<file path="src/rtl/msx_defs.svh">
`ifndef MSX_DEFS_SVH
`define MSX_DEFS_SVH

// SDRAM byte address width, 128 MB reach
`define MSX_RAM_ADDR_W 27

// Requests the SDRAM may hold at once
`define MSX_CREDITS 4

// RAM mapper reach in 16 KB segments, as log2
`define MSX_RAM_SEGS_LOG2 8

`endif

</file>
<file path="src/rtl/msx_slot_pkg.sv">
package msx_slot_pkg;

    // Cartridge mapper kinds handled by the ROM mapper
    typedef enum logic [1:0] {
        MAP_PLAIN  = 2'd0,      // No banking, page maps straight through
        MAP_ASCII8 = 2'd1       // Four 8 KB banks at 4000h..BFFFh
    } mapper_typ_t;

    // ROM page decode, base counted in 8 KB units
    typedef struct packed {
        logic        is_ram;    // Always top bit
        mapper_typ_t mapper;
        logic [12:0] base_bank;
    } rom_view_t;

    // RAM page decode, base counted in 16 KB units
    typedef struct packed {
        logic        is_ram;    // Shared with rom_view
        logic        ro;        // Writes dropped when set
        logic [13:0] base_seg;
    } ram_view_t;

    // One 16 KB page descriptor
    // is_ram picks which of the two views is meaningful
    typedef union packed {
        rom_view_t rom_view;
        ram_view_t ram_view;
    } page_cfg_u;

endpackage

</file>
<file path="src/rtl/msx_mem_pkg.sv">
package msx_mem_pkg;

    // SDRAM request direction
    typedef enum logic {
        MEM_READ  = 1'b0,
        MEM_WRITE = 1'b1
    } mem_op_t;

    // What a CPU page resolves to
    typedef enum logic {
        REG_ROM = 1'b0,         // Cartridge image, read only
        REG_RAM = 1'b1          // Mapped RAM
    } region_t;

endpackage

</file>
<file path="src/rtl/rom_mapper.sv">
`timescale 1ns/1ns

module rom_mapper
    import msx_slot_pkg::*;
(
    input  logic        clk,
    input  logic        rst,
    input  logic        cpu_req,        // Memory access strobe
    input  logic        cpu_wr,
    input  logic [15:0] cpu_addr,
    input  logic [7:0]  cpu_dout,       // Bank number on a select write
    input  page_cfg_u   page,           // Descriptor of the addressed page
    output logic [19:0] rom_offset,     // Offset into the cartridge image
    output logic        rom_bank_wr     // Write consumed as a bank select
);
    logic [7:0] bank [4];               // ASCII8 bank registers
    logic [1:0] win;                    // 8 KB window index
    logic [7:0] bank_sel;               // Bank of the addressed window
    logic [1:0] page_rel;               // Page position counted from page 1
    logic       is_ascii8;

    assign is_ascii8 = !page.rom_view.is_ram && (page.rom_view.mapper == MAP_ASCII8);

    // Windows 4000h, 6000h, 8000h, A000h map to 0..3
    // Bit 15 splits the low pair from the high pair and bit 13 picks within a pair
    assign win      = {cpu_addr[15], cpu_addr[13]};
    assign bank_sel = bank[win];

    assign page_rel = cpu_addr[15:14] - 2'd1;   // Page 0 wraps to the top

    // Select registers live at 6000h..7FFFh with one per 2 KB
    assign rom_bank_wr = cpu_req && cpu_wr && is_ascii8 && (cpu_addr[15:13] == 3'b011);

    always_ff @(posedge clk) begin
        if (rst) begin
            for (int i = 0; i < 4; i++) begin
                bank[i] <= 8'(i);               // Linear layout out of reset
            end
        end else if (rom_bank_wr) begin
            bank[cpu_addr[12:11]] <= cpu_dout;  // Visible from next cycle
        end
    end

    always_comb begin
        case (page.rom_view.mapper)
            MAP_ASCII8: begin
                // Bank times 8 KB wrapping at the 1 MB image limit
                rom_offset = 20'({bank_sel, cpu_addr[12:0]});
            end
            default: begin
                rom_offset = {4'd0, page_rel, cpu_addr[13:0]};  // Plain image
            end
        endcase
    end

    // Each bank register moves only on a select write aimed at it
    for (genvar g = 0; g < 4; g++) begin : g_bank_chk
        a_bank_hold: assert property (
            @(posedge clk) disable iff (rst)
            !(rom_bank_wr && (cpu_addr[12:11] == 2'(g))) |=> (bank[g] == $past(bank[g]))
        );
    end

endmodule

</file>
<file path="src/rtl/ram_mapper.sv">
`timescale 1ns/1ns
`include "msx_defs.svh"

module ram_mapper (
    input  logic        clk,
    input  logic        rst,
    input  logic        cpu_io_wr,      // I/O write strobe
    input  logic [15:0] cpu_addr,       // Low byte is the port number
    input  logic [7:0]  cpu_dout,       // Segment number on a port write
    output logic [21:0] ram_offset      // Segment base plus page offset
);
    // Segment bits the RAM behind the mapper can decode
    localparam logic [7:0] SEG_MASK = 8'((1 << `MSX_RAM_SEGS_LOG2) - 1);

    logic [7:0] seg [4];                // Segment register per CPU page
    logic [7:0] seg_sel;
    logic       port_hit;

    // Ports FCh..FFh with the low two bits picking the page
    assign port_hit = cpu_io_wr && (cpu_addr[7:2] == 6'b111111);

    always_ff @(posedge clk) begin
        if (rst) begin
            // MSX BIOS default puts page 0 on segment 3 down to page 3 on 0
            for (int i = 0; i < 4; i++) begin
                seg[i] <= 8'(3 - i);
            end
        end else if (port_hit) begin
            seg[cpu_addr[1:0]] <= cpu_dout & SEG_MASK;  // Upper bits ignored
        end
    end

    assign seg_sel    = seg[cpu_addr[15:14]];
    assign ram_offset = {seg_sel, cpu_addr[13:0]};      // Segment times 16 KB

    // A segment register moves only on a write to its own port
    for (genvar g = 0; g < 4; g++) begin : g_seg_chk
        a_seg_hold: assert property (
            @(posedge clk) disable iff (rst)
            !(port_hit && (cpu_addr[1:0] == 2'(g))) |=> (seg[g] == $past(seg[g]))
        );
    end

endmodule

</file>
<file path="src/rtl/slot_mem_arbiter.sv">
`timescale 1ns/1ns
`include "msx_defs.svh"

module slot_mem_arbiter
    import msx_slot_pkg::*;
    import msx_mem_pkg::*;
(
    input  logic                       clk,
    input  logic                       rst,
    input  logic                       cpu_req,
    input  logic                       cpu_wr,
    input  logic [15:0]                cpu_addr,
    input  logic [7:0]                 cpu_dout,
    input  page_cfg_u                  page_cfg [4],
    input  logic [19:0]                rom_offset,     // From ROM mapper
    input  logic [21:0]                ram_offset,     // From RAM mapper
    input  logic                       rom_bank_wr,    // Write already consumed
    output logic                       cpu_ready,      // A credit is free
    output logic [7:0]                 cpu_din,
    output logic                       cpu_din_valid,
    output logic                       ram_req,
    output logic [`MSX_RAM_ADDR_W-1:0] ram_addr,
    output logic [7:0]                 ram_din,
    output mem_op_t                    ram_op,
    input  logic                       ram_credit,     // One per finished request
    input  logic [7:0]                 ram_dout,
    input  logic                       ram_dout_valid  // Comes with a read credit
);
    localparam int ADDR_W = `MSX_RAM_ADDR_W;
    localparam int CRED_W = $clog2(`MSX_CREDITS + 1);
    localparam logic [CRED_W-1:0] CRED_MAX = CRED_W'(`MSX_CREDITS);

    page_cfg_u         pg;              // Descriptor of the addressed page
    region_t           region;
    logic [ADDR_W-1:0] rom_addr;
    logic [ADDR_W-1:0] ram_addr_c;
    logic [ADDR_W-1:0] addr_next;
    logic              blocked;         // Access never reaches SDRAM
    logic              issue;
    logic [CRED_W-1:0] credits;         // Requests SDRAM can still take

    assign pg     = page_cfg[cpu_addr[15:14]];
    assign region = pg.rom_view.is_ram ? REG_RAM : REG_ROM;

    // Page base in 8 KB units for ROM, 16 KB units for RAM
    assign rom_addr   = ADDR_W'({pg.rom_view.base_bank, 13'd0}) + ADDR_W'(rom_offset);
    assign ram_addr_c = ADDR_W'({pg.ram_view.base_seg, 14'd0}) + ADDR_W'(ram_offset);
    assign addr_next  = (region == REG_RAM) ? ram_addr_c : rom_addr;

    // Bank selects, ROM writes and read-only RAM writes are swallowed here
    always_comb begin
        blocked = rom_bank_wr;
        if (cpu_wr && (region == REG_ROM)) begin
            blocked = 1'b1;
        end
        if (cpu_wr && (region == REG_RAM) && pg.ram_view.ro) begin
            blocked = 1'b1;
        end
    end

    // The registered request still holds a credit until it is sent
    assign cpu_ready = credits > CRED_W'(ram_req);
    assign issue     = cpu_req && cpu_ready && !blocked;

    always_ff @(posedge clk) begin
        if (rst) begin
            ram_req       <= 1'b0;
            credits       <= CRED_MAX;
            cpu_din_valid <= 1'b0;
        end else begin
            ram_req       <= issue;                     // One cycle after cpu_req
            credits       <= credits - CRED_W'(ram_req) + CRED_W'(ram_credit);
            cpu_din_valid <= ram_dout_valid;            // Reads only
        end
    end

    always_ff @(posedge clk) begin
        if (issue) begin
            ram_addr <= addr_next;
            ram_din  <= cpu_dout;
            ram_op   <= cpu_wr ? MEM_WRITE : MEM_READ;
        end
        if (ram_dout_valid) begin
            cpu_din <= ram_dout;                        // In order, no tagging
        end
    end

    // SDRAM must not hand back more credits than were spent
    a_credit_bound: assert property (
        @(posedge clk) disable iff (rst)
        credits <= CRED_MAX
    );

    // A request goes out only against a held credit
    a_req_has_credit: assert property (
        @(posedge clk) disable iff (rst)
        ram_req |-> (credits != '0)
    );

endmodule

</file>
<file path="src/rtl/msx_slots.sv">
`timescale 1ns/1ns
`include "msx_defs.svh"

module msx_slots
    import msx_slot_pkg::*;
    import msx_mem_pkg::*;
(
    input  logic                       clk,
    input  logic                       rst,
    input  logic                       cpu_req,        // Memory access pulse
    input  logic                       cpu_wr,
    input  logic [15:0]                cpu_addr,
    input  logic [7:0]                 cpu_dout,       // Data from CPU
    input  logic                       cpu_io_wr,      // I/O write pulse
    input  page_cfg_u                  page_cfg [4],   // Static page layout
    output logic                       cpu_ready,
    output logic [7:0]                 cpu_din,        // Read data to CPU
    output logic                       cpu_din_valid,
    output logic                       ram_req,
    output logic [`MSX_RAM_ADDR_W-1:0] ram_addr,
    output logic [7:0]                 ram_din,
    output mem_op_t                    ram_op,
    input  logic                       ram_credit,
    input  logic [7:0]                 ram_dout,
    input  logic                       ram_dout_valid
);
    logic [19:0] rom_offset;
    logic [21:0] ram_offset;
    logic        rom_bank_wr;

    // Cartridge banking, sees only the addressed page's descriptor
    rom_mapper u_rom_mapper (
        .clk         (clk),
        .rst         (rst),
        .cpu_req     (cpu_req),
        .cpu_wr      (cpu_wr),
        .cpu_addr    (cpu_addr),
        .cpu_dout    (cpu_dout),
        .page        (page_cfg[cpu_addr[15:14]]),
        .rom_offset  (rom_offset),
        .rom_bank_wr (rom_bank_wr)
    );

    // Memory mapper segments, loaded over I/O ports FCh..FFh
    ram_mapper u_ram_mapper (
        .clk        (clk),
        .rst        (rst),
        .cpu_io_wr  (cpu_io_wr),
        .cpu_addr   (cpu_addr),
        .cpu_dout   (cpu_dout),
        .ram_offset (ram_offset)
    );

    slot_mem_arbiter u_arbiter (
        .clk            (clk),
        .rst            (rst),
        .cpu_req        (cpu_req),
        .cpu_wr         (cpu_wr),
        .cpu_addr       (cpu_addr),
        .cpu_dout       (cpu_dout),
        .page_cfg       (page_cfg),
        .rom_offset     (rom_offset),
        .ram_offset     (ram_offset),
        .rom_bank_wr    (rom_bank_wr),
        .cpu_ready      (cpu_ready),
        .cpu_din        (cpu_din),
        .cpu_din_valid  (cpu_din_valid),
        .ram_req        (ram_req),
        .ram_addr       (ram_addr),
        .ram_din        (ram_din),
        .ram_op         (ram_op),
        .ram_credit     (ram_credit),
        .ram_dout       (ram_dout),
        .ram_dout_valid (ram_dout_valid)
    );

endmodule

</file>
<file path="config.mk">
export PLATFORM = sky130hd
export DESIGN_NAME = msx_slots
export DESIGN_NICKNAME = d
export VERILOG_FILES = /design/src/rtl/msx_slot_pkg.sv /design/src/rtl/msx_mem_pkg.sv /design/src/rtl/rom_mapper.sv /design/src/rtl/ram_mapper.sv /design/src/rtl/slot_mem_arbiter.sv /design/src/rtl/msx_slots.sv
export VERILOG_INCLUDE_DIRS = /design/src /design/src/rtl
export SDC_FILE = /design/constraint.sdc
export NUM_CORES = 1
export LEC_CHECK = 0
export ABC_AREA = 1
export ABC_CLOCK_PERIOD_IN_PS = 4620
export BUFFER_PORTS_ARGS = -buffer_cell sky130_fd_sc_hd__buf_2
export CORE_MARGIN = 2
export CORE_UTILIZATION = 48
export DETAILED_ROUTE_END_ITERATION = 8
export GPL_TIMING_DRIVEN = 1
export MAX_ROUTING_LAYER = met4
export PLACE_DENSITY = 0.79
export SYNTH_ARGS = -nofsm -noshare
export SYNTH_HDL_FRONTEND = slang
export SYNTH_SLANG_ARGS = --single-unit
</file>
<file path="constraint.sdc">
create_clock -name clk -period 4.62 [get_ports clk]
set_input_delay 1.155 -clock clk [delete_from_list [all_inputs] [get_ports clk]]
set_output_delay 1.155 -clock clk [all_outputs]
set_load 0.01 [all_outputs]
</file>
==> out/metrics.csv, run 1 <==
stage,metric,value,unit
worst_setup_path,Crit path top cell by count,nand2_1,
drt,vias,5047,
die,IO Count,150,
cells_and_area,fraction of layout cells with a size suffix above 1,22.72,%
drt,drt pass-1 iters,8,
placement,port bufs,149,
clock_tree,clk slew on worst S/H paths,70,ps
worst_setup_path,slowest cell on the critical path,a21oi_1,
pwr,VDD IR max,0.3338,mV
clock_tree,CTS tree,built,
worst_setup_path,critical path data arrival time,3610,ps
global_route,Tot GR Track Use,22.17,%
synthesis,Synth Flop Type,edfxtp_1,
synthesis,Post-Synthesis Cells,653,
hold_path,HP Class,flip-flop to flip-flop,
run,MaxCap Viol Count,0,
synthesis,cell taking the most area after synthesis,edfxtp_1,
global_route,remaining global-route overflow,0,
cells_and_area,Ant. Diodes,0,
worst_setup_path,CP endpoint kind,flip-flop,
hold_path,worst hold path depth,2,
drt,DR iter-0 viols,418,
placement,routability cong.,0.8897,
worst_setup_path,Max Fanout on Critical Path,32,
timing,post-route setup TNS,0,ps
timing,fin crit share,75.87,%
worst_setup_path,CP startpoint kind,input port,
timing,Setup Skew,7.564,ps
clock_tree,# resized after CTS,0,
placement,Post-DP HPWL,10330,µm
synthesis,register area share after synthesis,54.69,%
synthesis,asr flop ratio synth,0,%
clock_tree,clock sinks,109,
synthesis,"top cells by count, synth","nor2_1 (129), nand2_1 (110), edfxtp_1 (104)",
die,Die Ht,114.8,µm
worst_setup_path,Slowest Stage Delay on Critical Path,370,ps
clock_tree,hold_buf cts,0,
clock_tree,total CTS buffers,9,
clock_tree,CTS Buffer Depth,2,
drt,drt total wl,13990,µm
synthesis,Syn Nets,777,
cells_and_area,Layout Utilization,58.76,%
clock_tree,Setup Buffers After CTS,0,
drt,DRC errors left,0,
timing,Worst Max-Slew Pin Slew,1036,ps
timing,achievable frequency,0.2853,GHz
synthesis,"Distinct cells, synth",39,
timing,Slew HR,30.22,%
die,row count,40,
clock_tree,H-Tree Depth,3,
worst_setup_path,R2R setup slack,2140,ps
timing,RSZ-0062 raised after global routing,no,
run_status,outcome,completed,
synthesis,syn_area_per_cell,9.025,µm²
synthesis,#FFs+latches synth,109,
synthesis,top-area cell type share of the netlist area,52.99,%
global_route,largest net degree at the start of global routing,45,
synthesis,Post-synth EDFFs,104,
cells_and_area,fillcell total,1045,
timing,# setup viols final,0,
global_route,global-route wire length before repair,22050,µm
worst_setup_path,crit path kind,input port to flip-flop,
pwr,pwr dens,354.7,mW/mm²
cells_and_area,nets,921,
synthesis,synthesis warning total,0,
timing,Final Max Slew Viols,0,
clock_tree,Root Driver,clkbuf_16,
die,die width,114.8,µm
pwr,Leakage Power,0.003133,µW
drt,antenna-violating nets left,0,
die,Die ar.,0.01318,mm²
timing,Final Hold Viols,0,
worst_setup_path,CP required,4730,ps
synthesis,Synth Cell Area,0.005893,mm²
drt,vias per cell,5.324,
cells_and_area,Area Growth Syn to Fin,19.77,%
global_route,vias in the first global route,4691,
global_route,antenna violations before repair,0,
synthesis,"top cells by area, synth","edfxtp_1 (53%), nor2_1 (8.2%), nand2_1 (7.0%)",
worst_setup_path,worst path cell trace,"buf_2, inv_1, buf_4, o21ai_0, o22ai_1, nand2_1, o31ai_1, ha_1, a21oi_1, nand2_1, a21oi_1, inv_1, nand2_1, nand2_1, nand3_1, nand2_1",
timing,Tmin final,3505,ps
die,CORE AREA,0.01201,mm²
drt,Avg WL per Cell,14.76,µm
clock_tree,clk_lat worst skew,350,ps
worst_setup_path,Reg2Reg Depth,14,
synthesis,most frequently used cell type in the post-synthesis netlist,nor2_1,
die,Starting Density,49.06,%
[sequential cells by signal, indices dropped and copies added, names as in the netlist]
| register | cells |
|---|---|
| u_arbiter.cpu_din | 8 |
| u_arbiter.ram_op | 1 |
| u_rom_mapper.bank | 28 |
| u_arbiter.ram_din | 8 |
| u_arbiter.ram_req | 1 |
| u_ram_mapper.seg | 32 |
| u_arbiter.ram_addr | 27 |
| u_arbiter.cpu_din_valid | 1 |
| u_arbiter.credits | 3 |
[layout by cell type, fill, tap and decap left out, types with 2 or more instances in the layout]
cell type / instances
a21oi_1: 17
buf_2: 149
buf_4: 7
clkbuf_16: 9
clkinv_4: 2
dfxtp_1: 5
edfxtp_1: 104
fa_1: 3
ha_1: 18
inv_1: 67
nand2_1: 110
nand2_2: 2
nand3_1: 37
nand3_4: 2
nand3b_1: 2
nand4_1: 6
nor2_1: 129
nor3_1: 14
o21ai_0: 66
o21ai_1: 4
o21bai_1: 2
o22ai_1: 16
o31ai_1: 3
xnor2_1: 3
xor2_1: 5
[critical path, delay by kind of cell]
family                     cells  cell delay [ps]
and+or+nand+nor                6              440
buffers and inverters          4              700
AOI/OAI and AO/OA              5              950
adders and majority gates      1              350
[layer usage]
layer	up-vias	part of all wire (%)	track usage, %
li1	2502	-	-
met1	2284	43	28.03
met2	236	48	35.90
met3	25	6.6	3.795
met4	0	2.4	8.675
met5	-	0	-
[final cells by class]
| class | count | area (µm²) | share of cell area [%] |
|---|---|---|---|
| inverters | 70 | 265.3 | 3.758 |
| clock inverters | 5 | 61.31 | 0.8686 |
| clock buffers | 10 | 229.0 | 3.244 |
| repair buffers | 156 | 798.3 | 11.31 |
| well taps | 147 | 183.9 | 2.606 |
| multi-input cells | 451 | 2297 | 32.55 |
| flip-flops and latches | 109 | 3223 | 45.67 |
[path summary, 6_finish.rpt]
path                                              from                          endpoint
setup / recovery                          cpu_addr[15]  u_arbiter.ram_addr[24]$_DFFE_PP_
hold / removal         u_arbiter.credits[1]$_SDFF_PP0_   u_arbiter.credits[1]$_SDFF_PP0_
hold reg to reg        u_arbiter.credits[1]$_SDFF_PP0_   u_arbiter.credits[1]$_SDFF_PP0_
setup reg to reg  u_ram_mapper.seg[2][0]$_SDFFCE_PN1P_  u_arbiter.ram_addr[26]$_DFFE_PP_
[logic make-up after synthesis]
family                     Yosys count  synth area share [%]
DFF                                109                 54.69
buffers and inverters               93                 6.518
adders and majority gates           21                 4.841
and+or+nand+nor                    308                 22.10
AOI/OAI and AO/OA                  114                 10.66
xor gates and xnor gates             8                 1.189
[through the flow]
stage               total power, µW  hold WS, ps  area (µm²)  cells  worst slack [ps]
finish                         2504        631.4        7058    948              1115
global route                   2624        657.5        7058    948             816.4
CTS                            2512        637.2        7058    948              1159
detailed placement             1757        627.1        6768    933             790.4
global placement               1748        608.7        6768    933             826.3
floorplan                      1567        579.1        5898    653             987.1
[power breakdown]
part	leakage, µW	total (µW)	internal (µW)	switching, µW
combinational	0.00196	532	196	336
clock	0.000143	767	421	346
sequential	0.00103	1200	1180	22.7
Note: power is estimated with default switching activity, not from simulation.
==> run 2, diff against run 1 <==
Settings changed: ABC_CLOCK_PERIOD_IN_PS 4620 to 3610, CORE_UTILIZATION 48 to 54, PLACE_DENSITY 0.79 to 0.84.
Clock period 4.62 ns to 3.61 ns, I/O delays scaled along.
==> run 2 against run 1 <==
Effect of this change:
- register-to-register slack got worse by 1100 ps
- utilization increased by 6.8 points
- worst hold slack improved by 18 ps
- via count increased by 4.0%
- clock-buffer cell count increased by 2
- power increased by 18%
- die area decreased by 11%
- routed wire length increased by 5.5%
- non-clock buffer count increased by 13
- critical path depth increased by 5
- critical path type unchanged
==> out/metrics.csv, run 2 (same netlist as run 1, synthesis figures left out) <==
stage,metric,value,unit,change
worst_setup_path,crit path kind,input port to flip-flop,,
cells_and_area,fraction of layout cells with a size suffix above 1,23.80,%,+1.1 points
pwr,VDD IR max,0.2233,mV,-33%
die,IO Count,150,,unchanged
worst_setup_path,Crit path top cell by count,nand2_1,,
die,Die ar.,0.01176,mm²,-11%
cells_and_area,"commonest non-fill, non-tap cell in the layout",buf_2,,
global_route,remaining global-route overflow,0,,unchanged
worst_setup_path,WP buf/inv,4,,unchanged
timing,Setup Skew,12.21,ps,+4.644 ps
pwr,Leakage Power,0.003147,µW,+0.43%
worst_setup_path,slowest cell on the critical path,fa_1,,
worst_setup_path,CP endpoint kind,flip-flop,,
hold_path,Hold EP,u_arbiter.credits[1]$_SDFF_PP0_,,
die,Starting Density,54.84,%,+5.8 points
global_route,vias in the first global route,4978,,+6.1%
die,row count,38,,-5.0%
clock_tree,H-Tree Depth,3,,unchanged
cells_and_area,biggest regs,"u_ram_mapper.seg (32), u_rom_mapper.bank (28), u_arbiter.ram_addr (27)",,
worst_setup_path,RR Startpoint,u_ram_mapper.seg[1][0]$_SDFFCE_PN0P_,,
cells_and_area,Largest Register,u_ram_mapper.seg,,
cells_and_area,final std cells w/o fill,955,,+0.74%
clock_tree,CTS tree,built,,
placement,Post-Place Worst Slack,-3.917,ps,-794.3 ps
drt,Avg WL per Cell,15.46,µm,+4.7%
timing,Worst Max-Slew Pin Slew,535.5,ps,-500.2 ps
run,MaxCap Viol Count,0,,unchanged
hold_path,worst hold path depth,2,,unchanged
clock_tree,# resized after CTS,0,,unchanged
global_route,antenna violations before repair,0,,unchanged
timing,# setup viols final,0,,unchanged
cells_and_area,Area Growth Syn to Fin,19.60,%,
clock_tree,clk_lat worst skew,390,ps,+40 ps
placement,placed insts,939,,+0.64%
die,CORE AREA,0.01075,mm²,-11%
placement,Post-DP HPWL,11080,µm,+7.3%
drt,DR iter-0 viols,717,,+72%
drt,vias,5249,,+4.0%
hold_path,HP Class,flip-flop to flip-flop,,
hold_path,HP Start,u_arbiter.credits[1]$_SDFF_PP0_,,
worst_setup_path,"delay-heaviest family, CP",simple AND/OR/NAND/NOR gates,,
die,Die Ht,108.5,µm,-5.5%
clock_tree,CTS Buffer Depth,2,,unchanged
timing,fin crit share,90.18,%,
timing,PnR worst setup slack,354.5,ps,-760.2 ps
placement,port bufs,149,,unchanged
timing,RSZ-0062 raised after global routing,no,,
global_route,largest net degree at the start of global routing,35,,-22%
cells_and_area,Ant. Diodes,0,,unchanged
clock_tree,clk slew on worst S/H paths,110,ps,+40 ps
drt,vias per cell,5.496,,+3.2%
timing,Tmin final,3255,ps,
timing,achievable frequency,0.3072,GHz,
cells_and_area,"commonest non-fill, non-tap cells in the layout","buf_2 (149), nor2_1 (129), nand2_1 (110)",,
cells_and_area,max reg flops,32,,unchanged
timing,Final Max Slew Viols,0,,unchanged
clock_tree,Root Driver,clkbuf_8,,
pwr,pwr dens,418.0,mW/mm²,+18%
drt,drt pass-1 iters,6,,-2
run_status,outcome,completed,,
timing,Slew HR,63.92,%,+34 points
worst_setup_path,R2R setup slack,1020,ps,-1120 ps
cells_and_area,nets,934,,+1.4%
worst_setup_path,reg2reg end,u_arbiter.ram_addr[26]$_DFFE_PP_,,
clock_tree,hold_buf cts,0,,unchanged
worst_setup_path,critical path data arrival time,3400,ps,-210 ps
worst_setup_path,Reg2Reg Depth,14,,unchanged
worst_setup_path,Max Fanout on Critical Path,16,,-50%
die,die width,108.5,µm,-5.5%
drt,drt total wl,14760,µm,+5.5%
drt,DRC errors left,0,,unchanged
drt,antenna-violating nets left,0,,unchanged
worst_setup_path,CP required,3760,ps,-970 ps
clock_tree,Setup Buffers After CTS,0,,unchanged
worst_setup_path,Slowest Stage Delay on Critical Path,420,ps,+50 ps
timing,Final Hold Viols,0,,unchanged
cells_and_area,Layout Utilization,65.59,%,+6.8 points
clock_tree,total CTS buffers,9,,unchanged
cells_and_area,fillcell total,882,,-16%
global_route,global-route wire length before repair,23000,µm,+4.3%
worst_setup_path,CP startpoint kind,input port,,
worst_setup_path,worst path cell trace,"buf_2, buf_4, nor2_1, nor2_1, o21ai_1, nand2_1, nand2_1, nor2_1, o21ai_0, a21oi_1, ha_1, inv_1, fa_1, inv_1, nand2_1, nand3_1, nand2_1, nand2_1, nand4_1, nand3_1, nand2_1",,
placement,routability cong.,0.9706,,+9.1%
timing,post-route setup TNS,0,ps,unchanged
global_route,Tot GR Track Use,26.32,%,+4.1 points
clock_tree,clock sinks,109,,unchanged
run 2: per-stage QoR:
step / power [µW] / hold slack [ps] / area [µm²]
after global placement: 2243 / 596.2 / 6882
after global routing: 3088 / 662.2 / 7048
after detailed placement: 2274 / 642.2 / 6882
after CTS: 2942 / 657.7 / 7048
after floorplan: 2005 / 579.1 / 5898
final: 2946 / 649.4 / 7048
run 2: routing by layer:
| layer | routed length (µm) | share of wire (%) | vias to the layer above | global-route usage, % |
|---|---|---|---|---|
| li1 | - | - | 2526 | - |
| met1 | 5797 | 39 | 2411 | 31.05 |
| met2 | 7333 | 50 | 265 | 43.88 |
| met3 | 1101 | 7.5 | 47 | 4.882 |
| met4 | 531 | 3.6 | 0 | 12.00 |
| met5 | 0 | 0 | - | - |
run 2: power by group:
| group | leakage (µW) | switching (µW) | internal, µW | total (µW) |
|---|---|---|---|---|
| registers | 0.00103 | 29.9 | 1510 | 1540 |
| clock network | 0.0000853 | 436 | 258 | 694 |
| logic | 0.00203 | 442 | 269 | 711 |
| total | 0.00315 | 908 | 2040 | 2950 |
run 2: worst max path at each step:
stage,slack [ps],cells after the start,startpoint,end
2_1_floorplan,230,8,cpu_addr[14],u_arbiter.ram_addr[0]$_DFFE_PP_
3_3_place_gp,110,21,cpu_addr[14],u_arbiter.ram_addr[25]$_DFFE_PP_
3_5_place_dp,-4,21,cpu_addr[14],u_arbiter.ram_addr[25]$_DFFE_PP_
4_1_cts,400,21,cpu_addr[14],u_arbiter.ram_addr[25]$_DFFE_PP_
5_1_grt,60,22,cpu_addr[14],u_arbiter.ram_addr[23]$_DFFE_PP_
6_report,350,21,cpu_addr[14],u_arbiter.ram_addr[25]$_DFFE_PP_
run 2: final cells by class:
type | count | area (µm²) | share of cell area [%]
flip-flops and latches | 109 | 3223 | 45.73
well taps | 140 | 175.2 | 2.485
inverters | 70 | 265.3 | 3.764
clock inverters | 4 | 31.28 | 0.4438
multi-input cells | 451 | 2297 | 32.59
clock buffers | 12 | 135.1 | 1.917
repair buffers | 169 | 920.9 | 13.07
run 2: tightest hold or removal path, stage by stage, from the launching register on:
cell and delay, ps:
dfxtp_1 380, fa_1 190, nor2_1 50
==> run 3, diff against run 2 <==
Settings changed: CORE_ASPECT_RATIO set to 0.8, CTS_CLUSTER_SIZE set to 24.
==> run 3 against run 2 <==
Effect of this change:
- critical path depth is 5 lower
- first-iteration DRC count is 8.8% lower
- worst setup slack worse by 72 ps
- die area is essentially flat
- non-clock buffer count is 2 lower
- worst hold slack lost 7.5 ps
- fmax decreased by 2.2%
- power is 7.9% higher
- clock-buffer cell count fell by 1
- flip-flop and latch count is the same
- final cell count increased by 0.21%
- critical endpoint is now u_arbiter.ram_addr[26]$_DFFE_PP_
==> out/metrics.csv, run 3 (same netlist as run 1, synthesis figures left out) <==
stage,metric,value,unit,change
hold_path,HP Start,u_arbiter.credits[1]$_SDFF_PP0_,,
die,Die ar.,0.01177,mm²,about the same
worst_setup_path,critical path data arrival time,3430,ps,+30 ps
die,die width,120.8,µm,+11%
drt,drt pass-1 iters,6,,unchanged
die,Starting Density,54.75,%,-0.089 points
die,IO Count,150,,unchanged
cells_and_area,Largest Register,u_ram_mapper.seg,,
drt,DRC errors left,0,,unchanged
worst_setup_path,CP startpoint kind,input port,,
clock_tree,total CTS buffers,9,,unchanged
run_status,outcome,completed,,
cells_and_area,max reg flops,32,,unchanged
worst_setup_path,CP required,3710,ps,-50 ps
timing,fin crit share,92.17,%,+2.0 points
drt,vias per cell,5.594,,+1.8%
placement,routability cong.,0.9430,,-2.8%
worst_setup_path,RR Startpoint,u_ram_mapper.seg[1][0]$_SDFFCE_PN0P_,,
timing,Final Max Slew Viols,0,,unchanged
worst_setup_path,R2R setup slack,1020,ps,about the same
drt,drt total wl,15470,µm,+4.8%
drt,Avg WL per Cell,16.16,µm,+4.6%
worst_setup_path,"delay-heaviest family, CP",adder cells,,
cells_and_area,biggest regs,"u_ram_mapper.seg (32), u_rom_mapper.bank (28), u_arbiter.ram_addr (27)",,
clock_tree,# resized after CTS,0,,unchanged
global_route,vias in the first global route,5188,,+4.2%
timing,Tmin final,3327,ps,+71.89 ps
timing,Final Hold Viols,0,,unchanged
worst_setup_path,Max Fanout on Critical Path,31,,+15
worst_setup_path,Crit. Startpoint,cpu_addr[14],,
cells_and_area,Layout Utilization,66.11,%,+0.52 points
worst_setup_path,crit path kind,input port to flip-flop,,
cells_and_area,Ant. Diodes,0,,unchanged
drt,antenna-violating nets left,0,,unchanged
clock_tree,Root Driver,clkbuf_16,,
cells_and_area,"commonest non-fill, non-tap cells in the layout","buf_2 (149), nor2_1 (129), nand2_1 (110)",,
clock_tree,clk_lat worst skew,350,ps,-40 ps
global_route,antenna violations before repair,0,,unchanged
die,CORE AREA,0.01076,mm²,+0.16%
clock_tree,hold_buf cts,0,,unchanged
worst_setup_path,Crit path top cell by count,nand2_1,,
timing,Slew HR,63.16,%,-0.76 points
cells_and_area,"commonest non-fill, non-tap cell in the layout",buf_2,,
worst_setup_path,worst path cell trace,"buf_2, buf_4, o21ai_0, o22ai_1, ha_1, fa_1, nand2_1, nand2_1, o21ai_0, inv_1, nand2_1, nand3_1, nand2_1, nand2_1, nand3_1, o21ai_1",,
pwr,Leakage Power,0.003171,µW,+0.76%
timing,Setup Skew,5.633,ps,-6.576 ps
clock_tree,clock sinks,109,,unchanged
hold_path,HP Class,flip-flop to flip-flop,,
global_route,largest net degree at the start of global routing,32,,-8.6%
pwr,pwr dens,446.5,mW/mm²,+6.8%
pwr,VDD IR max,0.2294,mV,+2.7%
placement,port bufs,149,,unchanged
global_route,Tot GR Track Use,27.37,%,+1.0 points
global_route,global-route wire length before repair,24650,µm,+7.2%
timing,Worst Max-Slew Pin Slew,546.8,ps,+11.29 ps
worst_setup_path,WP buf/inv,3,,-1
cells_and_area,nets,932,,-0.21%
worst_setup_path,Reg2Reg Depth,14,,unchanged
clock_tree,H-Tree Depth,3,,unchanged
worst_setup_path,slowest cell on the critical path,fa_1,,
worst_setup_path,CP endpoint kind,flip-flop,,
timing,Fin Hold WS,641.9,ps,-7.516 ps
timing,achievable frequency,0.3005,GHz,-2.2%
run,MaxCap Viol Count,0,,unchanged
worst_setup_path,CP Depth,16,,-24%
clock_tree,CTS tree,built,,
global_route,remaining global-route overflow,0,,unchanged
hold_path,Hold EP,u_arbiter.credits[1]$_SDFF_PP0_,,
placement,Post-DP HPWL,11610,µm,+4.8%
drt,vias,5353,,+2.0%
cells_and_area,Area Growth Syn to Fin,20.74,%,
worst_setup_path,reg2reg end,u_arbiter.ram_addr[26]$_DFFE_PP_,,
worst_setup_path,Slowest Stage Delay on Critical Path,420,ps,about the same
die,Die Ht,97.44,µm,-10%
hold_path,worst hold path depth,2,,unchanged
clock_tree,Setup Buffers After CTS,0,,unchanged
timing,RSZ-0062 raised after global routing,no,,
clock_tree,clk slew on worst S/H paths,70,ps,-40 ps
timing,# setup viols final,0,,unchanged
die,row count,34,,-11%
clock_tree,CTS Buffer Depth,2,,unchanged
drt,DR iter-0 viols,654,,-8.8%
cells_and_area,fraction of layout cells with a size suffix above 1,23.74,%,-0.064 points
## run 3: cell type report
cell class	count	area (µm²)
fillers	835	3647
flip-flops and latches	109	3223
multi-input cells	451	2297
repair buffers	167	880.8
inverters	70	265.3
clock buffers	11	232.7
well taps	144	180.2
clock inverters	5	36.28
## run 3: how the worst max path moves through the flow
| stage | endpoint |
|---|---|
| final | u_arbiter.ram_addr[26]$_DFFE_PP_ |
| after global routing | u_arbiter.ram_addr[24]$_DFFE_PP_ |
| after CTS | u_arbiter.ram_addr[24]$_DFFE_PP_ |
| after detailed placement | u_arbiter.ram_addr[26]$_DFFE_PP_ |
| after global placement | u_arbiter.ram_addr[24]$_DFFE_PP_ |
| after floorplan | u_arbiter.ram_addr[0]$_DFFE_PP_ |
## run 3: power by group
part           total (µW)  internal, µW  switching [µW]
clock network         915           471             444
logic                 717           266             451
registers            1550          1510            32.7
total                3180          2250             928
## run 3: layer usage
layer	track usage, %	part of all wire, %	vias to the layer above
li1	-	-	2523
met1	33.32	40	2500
met2	45.81	49	291
met3	5.575	8.9	39
met4	9.034	2.3	0
met5	-	0	-
## run 3: per-stage QoR
stage               instance area [µm²]  setup slack, ps  setup TNS, ps  power [µW]  cells
floorplan                          5898            229.6              0        2005    653
global placement                   6847            131.9              0        2235    941
detailed placement                 6847           -3.403         -3.403        2276    941
CTS                                7116            362.5              0        3173    957
global route                       7116            39.65              0        3317    957
finish                             7116            282.6              0        3177    957
## run 3: worst register-to-register path: stages, from the launching register on
cell and delay, ps:
edfxtp_1 390, o21ai_0 170, o22ai_1 100, ha_1 230
fa_1 420, nand2_1 80, nand2_1 50, o21ai_0 160
inv_1 80, nand2_1 70, nand3_1 200, nand2_1 160
nand2_1 70, nand3_1 70, o21ai_1 70
